==> src/rtl/pipe_pkg.sv <==
package pipe_pkg;

	// datapath widths
	localparam int DATA_W  = 32;
	localparam int REG_AW  = 5;
	localparam int ALUC_W  = 4;
	localparam int SHAMT_W = 5;

	// primary opcodes
	localparam logic [5:0] OP_RTYPE = 6'b000000;
	localparam logic [5:0] OP_ADDI  = 6'b001000;
	localparam logic [5:0] OP_ANDI  = 6'b001100;
	localparam logic [5:0] OP_ORI   = 6'b001101;
	localparam logic [5:0] OP_XORI  = 6'b001110;
	localparam logic [5:0] OP_LUI   = 6'b001111;

	// function field of r-type words
	localparam logic [5:0] FN_ADD = 6'b100000;
	localparam logic [5:0] FN_SUB = 6'b100010;
	localparam logic [5:0] FN_AND = 6'b100100;
	localparam logic [5:0] FN_OR  = 6'b100101;
	localparam logic [5:0] FN_XOR = 6'b100110;
	localparam logic [5:0] FN_SLL = 6'b000000;
	localparam logic [5:0] FN_SRL = 6'b000010;
	localparam logic [5:0] FN_SRA = 6'b000011;

	// alu control codes with bit 3 set only for sra
	localparam logic [ALUC_W-1:0] ALUC_ADD = 4'b0000;
	localparam logic [ALUC_W-1:0] ALUC_SUB = 4'b0100;
	localparam logic [ALUC_W-1:0] ALUC_AND = 4'b0001;
	localparam logic [ALUC_W-1:0] ALUC_OR  = 4'b0101;
	localparam logic [ALUC_W-1:0] ALUC_XOR = 4'b0010;
	localparam logic [ALUC_W-1:0] ALUC_LUI = 4'b0110;
	localparam logic [ALUC_W-1:0] ALUC_SLL = 4'b0011;
	localparam logic [ALUC_W-1:0] ALUC_SRL = 4'b0111;
	localparam logic [ALUC_W-1:0] ALUC_SRA = 4'b1111;

	typedef struct packed {
		logic [5:0]         op;
		logic [REG_AW-1:0]  rs;
		logic [REG_AW-1:0]  rt;
		logic [REG_AW-1:0]  rd;
		logic [SHAMT_W-1:0] shamt;
		logic [5:0]         funct;
	} r_fmt_t;

	typedef struct packed {
		logic [5:0]        op;
		logic [REG_AW-1:0] rs;
		logic [REG_AW-1:0] rt;
		logic [15:0]       imm;
	} i_fmt_t;

	// same 32-bit word seen as either format
	typedef union packed {
		r_fmt_t r;
		i_fmt_t i;
	} inst_t;

endpackage

==> src/rtl/pipe_if.sv <==
`timescale 1ns/1ps

// id/ex pipeline register contents
interface id_ex_if;
	logic                         valid;
	logic [pipe_pkg::REG_AW-1:0]  rn;
	logic [pipe_pkg::ALUC_W-1:0]  aluc;
	logic                         aluimm;
	logic [pipe_pkg::DATA_W-1:0]  a;
	logic [pipe_pkg::DATA_W-1:0]  b;
	logic [pipe_pkg::DATA_W-1:0]  imm;

	modport src (output valid, rn, aluc, aluimm, a, b, imm);
	modport dst (input valid, rn, aluc, aluimm, a, b, imm);
endinterface

// forwarding sources from exe, mem and wb
interface bypass_if;
	logic                         e_wr;
	logic [pipe_pkg::REG_AW-1:0]  e_rn;
	logic [pipe_pkg::DATA_W-1:0]  e_d;
	logic                         m_wr;
	logic [pipe_pkg::REG_AW-1:0]  m_rn;
	logic [pipe_pkg::DATA_W-1:0]  m_d;
	logic                         w_wr;
	logic [pipe_pkg::REG_AW-1:0]  w_rn;
	logic [pipe_pkg::DATA_W-1:0]  w_d;

	modport src (
		output e_wr, e_rn, e_d,
		output m_wr, m_rn, m_d,
		output w_wr, w_rn, w_d
	);
	modport dst (
		input e_wr, e_rn, e_d,
		input m_wr, m_rn, m_d,
		input w_wr, w_rn, w_d
	);
endinterface

==> src/rtl/alu.sv <==
`timescale 1ns/1ps

module alu (
	input  logic [pipe_pkg::DATA_W-1:0] i_a,
	input  logic [pipe_pkg::DATA_W-1:0] i_b,
	input  logic [pipe_pkg::ALUC_W-1:0] i_aluc,
	output logic [pipe_pkg::DATA_W-1:0] o_r
);

	logic [pipe_pkg::SHAMT_W-1:0] sa;

	// shift count is the low bits of a
	assign sa = i_a[pipe_pkg::SHAMT_W-1:0];

	always_comb
	begin
		case (i_aluc)
			pipe_pkg::ALUC_ADD: o_r = i_a + i_b;
			pipe_pkg::ALUC_SUB: o_r = i_a - i_b;
			pipe_pkg::ALUC_AND: o_r = i_a & i_b;
			pipe_pkg::ALUC_OR:  o_r = i_a | i_b;
			pipe_pkg::ALUC_XOR: o_r = i_a ^ i_b;
			pipe_pkg::ALUC_LUI: o_r = i_b << 16;
			pipe_pkg::ALUC_SLL: o_r = i_b << sa;
			pipe_pkg::ALUC_SRL: o_r = i_b >> sa;
			pipe_pkg::ALUC_SRA: o_r = $signed(i_b) >>> sa;
			default:            o_r = '0;
		endcase
	end

endmodule

==> src/rtl/reg_file.sv <==
`timescale 1ns/1ps

module reg_file (
	input  logic                        clock,
	input  logic                        clrn,
	input  logic [pipe_pkg::REG_AW-1:0] i_rna,
	input  logic [pipe_pkg::REG_AW-1:0] i_rnb,
	input  logic                        i_we,
	input  logic [pipe_pkg::REG_AW-1:0] i_wn,
	input  logic [pipe_pkg::DATA_W-1:0] i_d,
	output logic [pipe_pkg::DATA_W-1:0] o_qa,
	output logic [pipe_pkg::DATA_W-1:0] o_qb
);

	// r0 is not stored
	logic [pipe_pkg::DATA_W-1:0] regs [1:31];

	// write-through so a read in the write cycle sees the new value
	assign o_qa = (i_rna == '0) ? '0 : (i_we && i_wn == i_rna) ? i_d : regs[i_rna];
	assign o_qb = (i_rnb == '0) ? '0 : (i_we && i_wn == i_rnb) ? i_d : regs[i_rnb];

	always_ff @(posedge clock or negedge clrn)
	begin
		if (!clrn)
		begin
			for (int i = 1; i < 32; i++)
				regs[i] <= '0;
		end
		else if (i_we)
		begin
			// i_we never comes with i_wn of zero
			regs[i_wn] <= i_d;
		end
	end

endmodule

==> src/rtl/ctrl_decode.sv <==
`timescale 1ns/1ps

module ctrl_decode (
	input  pipe_pkg::inst_t             i_inst,
	output logic [pipe_pkg::ALUC_W-1:0] o_aluc,
	output logic                        o_aluimm,
	output logic                        o_shift,
	output logic                        o_regrt,
	output logic                        o_sext,
	output logic                        o_wreg
);

	always_comb
	begin
		// defaults give a no-op
		o_aluc   = pipe_pkg::ALUC_ADD;
		o_aluimm = 1'b0;
		o_shift  = 1'b0;
		o_regrt  = 1'b0;
		o_sext   = 1'b0;
		o_wreg   = 1'b0;
		case (i_inst.r.op)
			pipe_pkg::OP_RTYPE:
			begin
				o_wreg = 1'b1;
				case (i_inst.r.funct)
					pipe_pkg::FN_ADD: o_aluc = pipe_pkg::ALUC_ADD;
					pipe_pkg::FN_SUB: o_aluc = pipe_pkg::ALUC_SUB;
					pipe_pkg::FN_AND: o_aluc = pipe_pkg::ALUC_AND;
					pipe_pkg::FN_OR:  o_aluc = pipe_pkg::ALUC_OR;
					pipe_pkg::FN_XOR: o_aluc = pipe_pkg::ALUC_XOR;
					pipe_pkg::FN_SLL: o_aluc = pipe_pkg::ALUC_SLL;
					pipe_pkg::FN_SRL: o_aluc = pipe_pkg::ALUC_SRL;
					pipe_pkg::FN_SRA: o_aluc = pipe_pkg::ALUC_SRA;
					default:          o_wreg = 1'b0;
				endcase
				o_shift = (i_inst.r.funct == pipe_pkg::FN_SLL) ||
					(i_inst.r.funct == pipe_pkg::FN_SRL) ||
					(i_inst.r.funct == pipe_pkg::FN_SRA);
			end
			pipe_pkg::OP_ADDI,
			pipe_pkg::OP_ANDI,
			pipe_pkg::OP_ORI,
			pipe_pkg::OP_XORI,
			pipe_pkg::OP_LUI:
			begin
				o_wreg   = 1'b1;
				o_aluimm = 1'b1;
				o_regrt  = 1'b1;
				// only addi sign-extends
				o_sext   = (i_inst.i.op == pipe_pkg::OP_ADDI);
				case (i_inst.i.op)
					pipe_pkg::OP_ANDI: o_aluc = pipe_pkg::ALUC_AND;
					pipe_pkg::OP_ORI:  o_aluc = pipe_pkg::ALUC_OR;
					pipe_pkg::OP_XORI: o_aluc = pipe_pkg::ALUC_XOR;
					pipe_pkg::OP_LUI:  o_aluc = pipe_pkg::ALUC_LUI;
					default:           o_aluc = pipe_pkg::ALUC_ADD;
				endcase
			end
			default:
			begin
				o_wreg = 1'b0;
			end
		endcase
	end

endmodule

==> src/rtl/decode_stage.sv <==
`timescale 1ns/1ps

module decode_stage (
	input  logic                        clock,
	input  logic                        clrn,
	input  logic                        i_inst_valid,
	input  logic [pipe_pkg::DATA_W-1:0] i_inst,
	id_ex_if.src                        o_id_ex,
	bypass_if.dst                       i_bypass
);

	logic                          if_valid;
	pipe_pkg::inst_t               if_inst;
	logic [pipe_pkg::ALUC_W-1:0]   aluc;
	logic                          aluimm;
	logic                          shift;
	logic                          regrt;
	logic                          sext;
	logic                          wreg;
	logic [pipe_pkg::REG_AW-1:0]   rs;
	logic [pipe_pkg::REG_AW-1:0]   rt;
	logic [pipe_pkg::REG_AW-1:0]   rn;
	logic [pipe_pkg::DATA_W-1:0]   qa;
	logic [pipe_pkg::DATA_W-1:0]   qb;
	logic [pipe_pkg::DATA_W-1:0]   fwd_a;
	logic [pipe_pkg::DATA_W-1:0]   fwd_b;
	logic [pipe_pkg::DATA_W-1:0]   ext_imm;
	logic                          wr_flag;

	// if/id register takes every strobe
	always_ff @(posedge clock or negedge clrn)
	begin
		if (!clrn)
		begin
			if_valid <= 1'b0;
			if_inst  <= '0;
		end
		else
		begin
			if_valid <= i_inst_valid;
			if_inst  <= i_inst;
		end
	end

	ctrl_decode u_ctrl (
		.i_inst   (if_inst),
		.o_aluc   (aluc),
		.o_aluimm (aluimm),
		.o_shift  (shift),
		.o_regrt  (regrt),
		.o_sext   (sext),
		.o_wreg   (wreg)
	);

	assign rs = if_inst.r.rs;
	assign rt = if_inst.r.rt;

	// wb triple drives the write port
	reg_file u_rf (
		.clock (clock),
		.clrn  (clrn),
		.i_rna (rs),
		.i_rnb (rt),
		.i_we  (i_bypass.w_wr),
		.i_wn  (i_bypass.w_rn),
		.i_d   (i_bypass.w_d),
		.o_qa  (qa),
		.o_qb  (qb)
	);

	assign rn      = regrt ? rt : if_inst.r.rd;
	assign ext_imm = {{16{sext & if_inst.i.imm[15]}}, if_inst.i.imm};
	// only place the zero destination is checked
	assign wr_flag = if_valid & wreg & (rn != '0);

	// nearest producer wins
	assign fwd_a = (i_bypass.e_wr && i_bypass.e_rn == rs) ? i_bypass.e_d :
		(i_bypass.m_wr && i_bypass.m_rn == rs) ? i_bypass.m_d : qa;
	assign fwd_b = (i_bypass.e_wr && i_bypass.e_rn == rt) ? i_bypass.e_d :
		(i_bypass.m_wr && i_bypass.m_rn == rt) ? i_bypass.m_d : qb;

	// id/ex register
	always_ff @(posedge clock or negedge clrn)
	begin
		if (!clrn)
		begin
			o_id_ex.valid  <= 1'b0;
			o_id_ex.rn     <= '0;
			o_id_ex.aluc   <= '0;
			o_id_ex.aluimm <= 1'b0;
			o_id_ex.a      <= '0;
			o_id_ex.b      <= '0;
			o_id_ex.imm    <= '0;
		end
		else
		begin
			o_id_ex.valid  <= wr_flag;
			o_id_ex.rn     <= rn;
			o_id_ex.aluc   <= aluc;
			o_id_ex.aluimm <= aluimm;
			// shifts take sa from the instruction, not rs
			o_id_ex.a      <= shift ?
				{{(pipe_pkg::DATA_W - pipe_pkg::SHAMT_W){1'b0}}, if_inst.r.shamt} : fwd_a;
			o_id_ex.b      <= fwd_b;
			o_id_ex.imm    <= ext_imm;
		end
	end

endmodule

==> src/rtl/execute_stage.sv <==
`timescale 1ns/1ps

module execute_stage (
	input  logic                        clock,
	input  logic                        clrn,
	id_ex_if.dst                        i_id_ex,
	bypass_if.src                       o_bypass,
	output logic                        o_wb_valid,
	output logic [pipe_pkg::REG_AW-1:0] o_wb_reg,
	output logic [pipe_pkg::DATA_W-1:0] o_wb_data
);

	logic [pipe_pkg::DATA_W-1:0] alu_b;
	logic [pipe_pkg::DATA_W-1:0] ealu;
	logic                        m_valid;
	logic [pipe_pkg::REG_AW-1:0] m_rn;
	logic [pipe_pkg::DATA_W-1:0] m_alu;
	logic                        w_valid;
	logic [pipe_pkg::REG_AW-1:0] w_rn;
	logic [pipe_pkg::DATA_W-1:0] w_alu;

	assign alu_b = i_id_ex.aluimm ? i_id_ex.imm : i_id_ex.b;

	alu u_alu (
		.i_a    (i_id_ex.a),
		.i_b    (alu_b),
		.i_aluc (i_id_ex.aluc),
		.o_r    (ealu)
	);

	// ex/mem then mem/wb with no memory access in between
	always_ff @(posedge clock or negedge clrn)
	begin
		if (!clrn)
		begin
			m_valid <= 1'b0;
			m_rn    <= '0;
			m_alu   <= '0;
			w_valid <= 1'b0;
			w_rn    <= '0;
			w_alu   <= '0;
		end
		else
		begin
			m_valid <= i_id_ex.valid;
			m_rn    <= i_id_ex.rn;
			m_alu   <= ealu;
			w_valid <= m_valid;
			w_rn    <= m_rn;
			w_alu   <= m_alu;
		end
	end

	// exe result goes back before it is registered
	assign o_bypass.e_wr = i_id_ex.valid;
	assign o_bypass.e_rn = i_id_ex.rn;
	assign o_bypass.e_d  = ealu;
	assign o_bypass.m_wr = m_valid;
	assign o_bypass.m_rn = m_rn;
	assign o_bypass.m_d  = m_alu;
	assign o_bypass.w_wr = w_valid;
	assign o_bypass.w_rn = w_rn;
	assign o_bypass.w_d  = w_alu;

	assign o_wb_valid = w_valid;
	assign o_wb_reg   = w_rn;
	assign o_wb_data  = w_alu;

endmodule

==> src/rtl/pipe_top.sv <==
`timescale 1ns/1ps

module pipe_top (
	input  logic                        clock,
	input  logic                        clrn,
	input  logic                        i_inst_valid,
	input  logic [pipe_pkg::DATA_W-1:0] i_inst,
	output logic                        o_wb_valid,
	output logic [pipe_pkg::REG_AW-1:0] o_wb_reg,
	output logic [pipe_pkg::DATA_W-1:0] o_wb_data
);

	id_ex_if  id_ex ();
	bypass_if bypass ();

	// if/id, register read, forwarding
	decode_stage u_decode (
		.clock        (clock),
		.clrn         (clrn),
		.i_inst_valid (i_inst_valid),
		.i_inst       (i_inst),
		.o_id_ex      (id_ex.src),
		.i_bypass     (bypass.dst)
	);

	// alu plus ex/mem and mem/wb levels
	execute_stage u_execute (
		.clock      (clock),
		.clrn       (clrn),
		.i_id_ex    (id_ex.dst),
		.o_bypass   (bypass.src),
		.o_wb_valid (o_wb_valid),
		.o_wb_reg   (o_wb_reg),
		.o_wb_data  (o_wb_data)
	);

endmodule

==> config.mk <==
export PLATFORM = sky130hd
export DESIGN_NAME = pipe_top
export DESIGN_NICKNAME = d
export VERILOG_FILES = /design/src/rtl/pipe_pkg.sv /design/src/rtl/pipe_if.sv /design/src/rtl/alu.sv /design/src/rtl/reg_file.sv /design/src/rtl/ctrl_decode.sv /design/src/rtl/decode_stage.sv /design/src/rtl/execute_stage.sv /design/src/rtl/pipe_top.sv
export SDC_FILE = /design/constraint.sdc
export NUM_CORES = 2
export LEC_CHECK = 0
export BUFFER_PORTS_ARGS = -buffer_cell sky130_fd_sc_hd__buf_2
export CAP_MARGIN = 20
export CORE_ASPECT_RATIO = 0.7
export CORE_MARGIN = 2
export CORE_UTILIZATION = 29
export DETAILED_ROUTE_END_ITERATION = 8
export PLACE_DENSITY = 0.51
export SYNTH_ARGS = -nofsm -noshare
export SYNTH_HDL_FRONTEND = slang
export SYNTH_SLANG_ARGS = --single-unit
export TNS_END_PERCENT = 1
==> constraint.sdc <==
create_clock -name clock -period 4.59 [get_ports clock]
set_input_delay 0.918 -clock clock [delete_from_list [all_inputs] [get_ports clock]]
set_output_delay 0.918 -clock clock [all_outputs]
set_load 0.02 [all_outputs]
# == Word-level counts from Yosys, hierarchy flattened ==
# Cells that the tools add are included.
# Widths: inputs -> output; s select.
# op_classes
n_mul,0
n_lt_le_gt_ge,4
n_reduce_logical,17
n_mux,29
addsub,2
n_bitwise,9
shifts,3
div,0
n_eq_ne,26
# op_table
cell,count
$bwmux 992,1
$mux 32,15
$bmux 32 s5,2
$pmux 32 s9,1
$demux 32 s5,1
$add 32x32->32,1
$and 32x32->32,1
$or 32x32->32,1
$shl 32x5->32,1
$shr 32x5->32,1
$sshr 32x5->32,1
$sub 32x32->32,1
$xor 32x32->32,1
$eq 5x5->1,6
$eq 6x4->1 const B,5
$eq 6x6->1 const B,5
$pmux 4 s7,1
$ge 6x6->1 const B,3
$not 5->6,3
$eq 4x3->1 const B,4
$eq 6x2->1 const B,2
$logic_not 6->1,2
$pmux 3 s4,1
$logic_not 5->1,2
15 further kinds,28
# totals
reg_bits,1193
latchBits,0
rom_bits,0
output_inout_bits,38
word_cells,136
mem_count,0
in_bits,35
ram_bits,0

# == Logic depth before layout (Yosys ltp) ==
# depth
depth_word,9
mapped_depth,21
ltp_nobuf,18

# == Cells and area by module ==
# A second synthesis with hierarchy kept.
# hier_totals
hier_cells,5807
hier_area_um2,70468.8
# modules_own_cells
module,instances,cells_each,seq_area_each_um2,area_each_um2
reg_file,1,3941,24823.8,54095.6
alu,1,1179,0.0,8095.3
decode_stage,1,495,3128.0,5293.8
execute_stage,1,156,1901.8,2776.4
ctrl_decode,1,36,0.0,207.7

# == Worst setup path before layout ==
# OpenSTA, ideal clock, no wires.
# synth_timing
kind,flip-flop to flip-flop
startpoint,register u_decode.o_id_ex.aluimm
endpoint,register u_decode.o_id_ex.a[26]
t_arrival_ns,4.460
path_buffers,3
setup_ns,0.120
slack_ns,0.010
t_required_ns,4.470
stages_incl_launch_ff,20
synth_period_minus_slack_ns,4.580
path_cell_list,dfrtp_1 -> buf_6 -> buf_6 -> mux2i_1 -> ha_1 -> o211ai_1 -> or3_1 -> nor3_2 -> o2111ai_1 -> nand2_1 -> xnor2_1 -> ha_1 -> clkbuf_1 -> nand2_1 -> o21ai_0 -> a211oi_1 -> a221oi_1 -> o211ai_1 -> or4_4 -> o211a_1
# synth_via
elab_chain_len,5
elab_cells_between_ends,12
cone_classes,add/sub: 2; shift: 3; mux: 4; bitwise: 3
# synth_lines
element,line_no,source
start: declaration,pipe_if.sv:13,"modport src (output valid, rn, aluc, aluimm, a, b, imm);"
$mux 32 *,execute_stage.sv:22,assign alu_b = i_id_ex.aluimm ? i_id_ex.imm : i_id_ex.b;
$sub 32x32->32 (tied with other cells),alu.sv:19,pipe_pkg::ALUC_SUB: o_r = i_a - i_b;
$pmux 32 s9 *,alu.sv:17,case (i_aluc)
"named net bypass.e_d, one bit",pipe_if.sv:21,logic [pipe_pkg::DATA_W-1:0] e_d;
$mux 32 *,decode_stage.sv:77,assign fwd_a = (i_bypass.e_wr && i_bypass.e_rn == rs) ? i_bypass.e_d :
$mux 32 *,decode_stage.sv:102,o_id_ex.a <= shift ?
end signal: assignment,decode_stage.sv:102,
end: declaration,pipe_if.sv:13,
# Mark *: on every way through the listed nets, which the timed path passes. The rest lies on a longest branch.
# A chain may end at the register's enable or synchronous reset.

# == Final worst setup path ==
# layout_timing
startpoint,register u_decode.o_id_ex.aluimm
endpoint,register u_decode.o_id_ex.a[27]
# Same word-level chain as after synthesis.

==> qor.yml <==
outcome:
  status: "finished with violations"
  violations: "negative setup slack"
critical_path:
  worst-setup-path-type: "register to register"
  worst_ep_arrival_time_ns: 5.29
  worst_flop_to_flop_path_endpoint: "u_decode.o_id_ex.a[27]$_DFF_PN0_"
  critPathCaptureType: "register"
  r2r-start: "u_decode.o_id_ex.aluimm$_DFF_PN0_"
  worstPathMaxFanout: 6
  reg2reg_slack_ns: -0.01
  crit_path_required_time_ns: 5.28
  setup.worst_path.start_class: "register"
  worst_r2r_path_depth: 18
synthesis:
  synth_area_per_cell_um2: 13.6
  yosys_top_cell_by_area: "dfrtp_1"
  synth_cells: 5166
  flip_flop_and_latch_count_after_synthesis: 1193
  synthTopCellsByCount: "dfrtp_1, mux2_2, mux4_2"
  number_of_distinct_library_cell_variants_in_the_gate_level_netlist_after_synthesis: 96
  yosysMostFrequentCell: "dfrtp_1"
  synth_edf_count: 0
  proportion_of_register_bits_with_asynchronous_set_or_reset_after_synthesis_pct: 100
  yosys-top-cells-area: "dfrtp_1, mux4_2, mux2_2, mux2i_1, ha_1"
  ys_seq_area_share_pct: 42.6
  syn-num-nets: 5299
  syn_area_um2: 70000
  synth_ff_type: "dfrtp_1"
  ys.warnings.count: 0
  synthDominantCellAreaShare_pct: 42.6
global_route:
  grt_max_degree: 121
  grt_pass1_vias: 49900
  global_route.overflow_total: 0
  track_usage_pct: 22.3
  grt_first_pass_wirelength_um: 394000
  grt_antenna_before_repair: 7
clocking:
  worst_case_clock_buffer_depth: 4
  cts-buffers-inserted: 139
  number_of_h_tree_branching_levels: 4
  numClockSinks: 1193
  tritoncts: "done"
  clk_transition_reported_paths_ns: 0.06
  cts_hold_buffers: 0
  cts_root_buf: "clkbuf_16"
  clock_insertion_delay_worst_skew_ns: 0.81
finish:
  post_route_cells_drive_above_1_share_pct: 47.7
  nets: 5440
  layout.filler_cells: 23500
  area_growth_pct: 16.2
floorplanning:
  initial_cell_density_of_the_core_pct: 29.2
  die_area_um2: 245000
  die-height_um: 415
  die_span_in_x_um: 591
  core-area_um2: 239000
  rows: 150
  pin_count: 73
job:
  max_cap_violations: 0
sta:
  setup_violations: 1
  tightestPinTransition_ns: 1.30
  final_min_period_over_clock_period_pct: 100
  final_worst_path_period_need_ns: 4.60
  setup_slack_ns: -0.0133
  grt_setup_unrepaired: "true"
  fmaxAchievable_mhz: 217
  hold_viol_final: 0
  fin_clk_skew_ns: 0.0575
  report.final.slew_viol_count: 0
  slew_headroom_pct: 13.3
pwr:
  power_frac_seq_pct: 43.0
  switching_share_pct: 29.0
  p_sw_mw: 7.73
  power.leakage_nw: 36.4
  power.density_nw_per_um2: 327
  vdd_drop_max_uv: 288
  pwr-share-comb_pct: 15.0
  p_int_mw: 18.9
  clock_power_share_pct: 42.0
  fin_total_pwr_mw: 26.6
min_path:
  worstHoldPathType: "input port to asynchronous set/reset pin"
detailed_routing:
  postRouteAntennaNets: 0
  wl_per_cell_um: 32.3
  routed-via-count: 50300
  detail_route.iter0.violations: 5790
  wl_um: 278000
  drt_first_pass_iters: 6
  route.detailed.vias_per_inst: 5.85
  post-route-drc-count: 0
place:
  place_hpwl_um: 186000
  gpl.final_weighted_congestion: 1.02
  portBuffers: 72
  pre_cts_ws_ns: -0.216
## routing by layer
metal	routed length (um)	up-vias	GRT usage [%]
met5	305	-	0.800
met4	7080	10	5.27
met3	28900	412	7.09
met2	113000	2376	30.5
met1	128000	27200	33.7
li1	-	20300	-
## state kept, by name, summed over array words and instances, names as in the netlist, 17 cells and up
name,cells
u_decode.u_rf.regs,992
u_decode.if_inst,32
u_decode.o_id_ex.a,32
u_decode.o_id_ex.b,32
u_execute.o_bypass.m_d,32
u_execute.o_bypass.w_d,32
u_decode.o_id_ex.imm,17
## per-stage QoR
| stage | TNS [ns] | hold slack (ns) | cell area (um2) | utilization [%] | cells |
|---|---|---|---|---|---|
| floorplan | 0 | 0.349 | 70000 | - | 5166 |
| global placement | -2.31 | 0.385 | 76200 | 31.8 | 8333 |
| detailed placement | -1.42 | 0.387 | 76200 | 31.8 | 8336 |
| CTS | 0 | 0.172 | 80700 | 33.7 | 8571 |
| global route | -1.22 | 0.140 | 81400 | 34.0 | 8593 |
| finish | -0.0133 | 0.0936 | 81400 | 34.0 | 8596 |
## worst max path at each step
stage	cells after the start	slack, ns	start	to
finish	18	-0.01	u_decode.o_id_ex.aluimm$_DFF_PN0_	u_decode.o_id_ex.a[27]$_DFF_PN0_
CTS	18	0.00008	u_decode.o_id_ex.aluimm$_DFF_PN0_	u_decode.o_id_ex.a[23]$_DFF_PN0_
floorplan	19	0.01	u_decode.o_id_ex.aluimm$_DFF_PN0_	u_decode.o_id_ex.a[26]$_DFF_PN0_
global route	18	-0.12	u_decode.o_id_ex.aluimm$_DFF_PN0_	u_decode.o_id_ex.a[27]$_DFF_PN0_
global placement	17	-0.20	u_decode.o_id_ex.aluimm$_DFF_PN0_	u_decode.o_id_ex.b[30]$_DFF_PN0_
detailed placement	19	-0.22	u_decode.o_id_ex.aluimm$_DFF_PN0_	u_decode.o_id_ex.b[30]$_DFF_PN0_
## power by group through the flow
stage	combinational [mW]	clock, mW	sequential [mW]
after floorplan	2.12	0	11.5
after global placement	3.82	0	11.6
after detailed placement	3.86	0	11.7
after CTS	3.88	11.4	11.5
after global routing	4.25	11.8	11.5
final	4.00	11.2	11.5
## placed cells by master, fill, tap and decap left out, types with 23 or more instances in the layout
cell / count
dfrtp_1: 1179
mux2_2: 1070
mux4_2: 627
buf_4: 384
a21oi_1: 191
nand2_1: 147
clkbuf_16: 142
mux2i_1: 139
nor2_1: 134
o21ai_0: 125
ha_1: 94
inv_1: 92
buf_2: 71
a221oi_1: 64
xnor2_1: 48
o211ai_1: 46
nand3_1: 45
buf_12: 45
a22o_1: 44
nor3_1: 34
xor2_1: 33
nand2b_1: 32
clkbuf_1: 29
a211oi_1: 26
clkbuf_8: 26
a31oi_1: 24
a21o_1: 23
## critical path: stages (launching register included)
cell and delay (ns):
dfrtp_4 0.56, buf_4 0.19, mux2i_2 0.22, o211ai_1 0.23, or3_4 0.50, nor3_4 0.25, buf_6 0.17, buf_6 0.10
a21oi_4 0.04, xnor2_1 0.14, ha_1 0.34, and3_4 0.19, a32o_2 0.26, a211oi_2 0.21, buf_4 0.16, a21oi_2 0.05
or3_1 0.38, a31o_2 0.27, o211a_1 0.21
## cells by family (layout without fill, tap and decap cells)
family / Yosys count / in the layout / share of synthesized area (%)
AOI/OAI and AO/OA: 760 / 760 / 7.38
adders and majority gates: 98 / 98 / 1.76
muxes: 1846 / 1846 / 39.6
xor gates and xnor gates: 83 / 83 / 1.04
and+or+nand+nor: 572 / 572 / 4.01
other: 0 / 4 / 0
DFF: 1193 / 1193 / 42.6
buffers and inverters: 614 / 848 / 3.61
## area by class of cell
cell class,instances,area (um2),share of cell area [%]
multi-input combinational,3359,38300,47.0
sequential,1193,29900,36.7
timing repair buffer,517,4430,5.44
clock buffer,196,4000,4.91
tap,3192,3990,4.91
clock inverter,38,417,0.512
inverter,97,364,0.447
antenna,4,10.0,0.0123
## timing repair
item	CTS	global route
cloned	0	1
endpoints found under the setup margin	18	41
resized for setup	10	91
setup buffers	1	14
pin swaps	3	31
(Power assumes the default switching activity.)
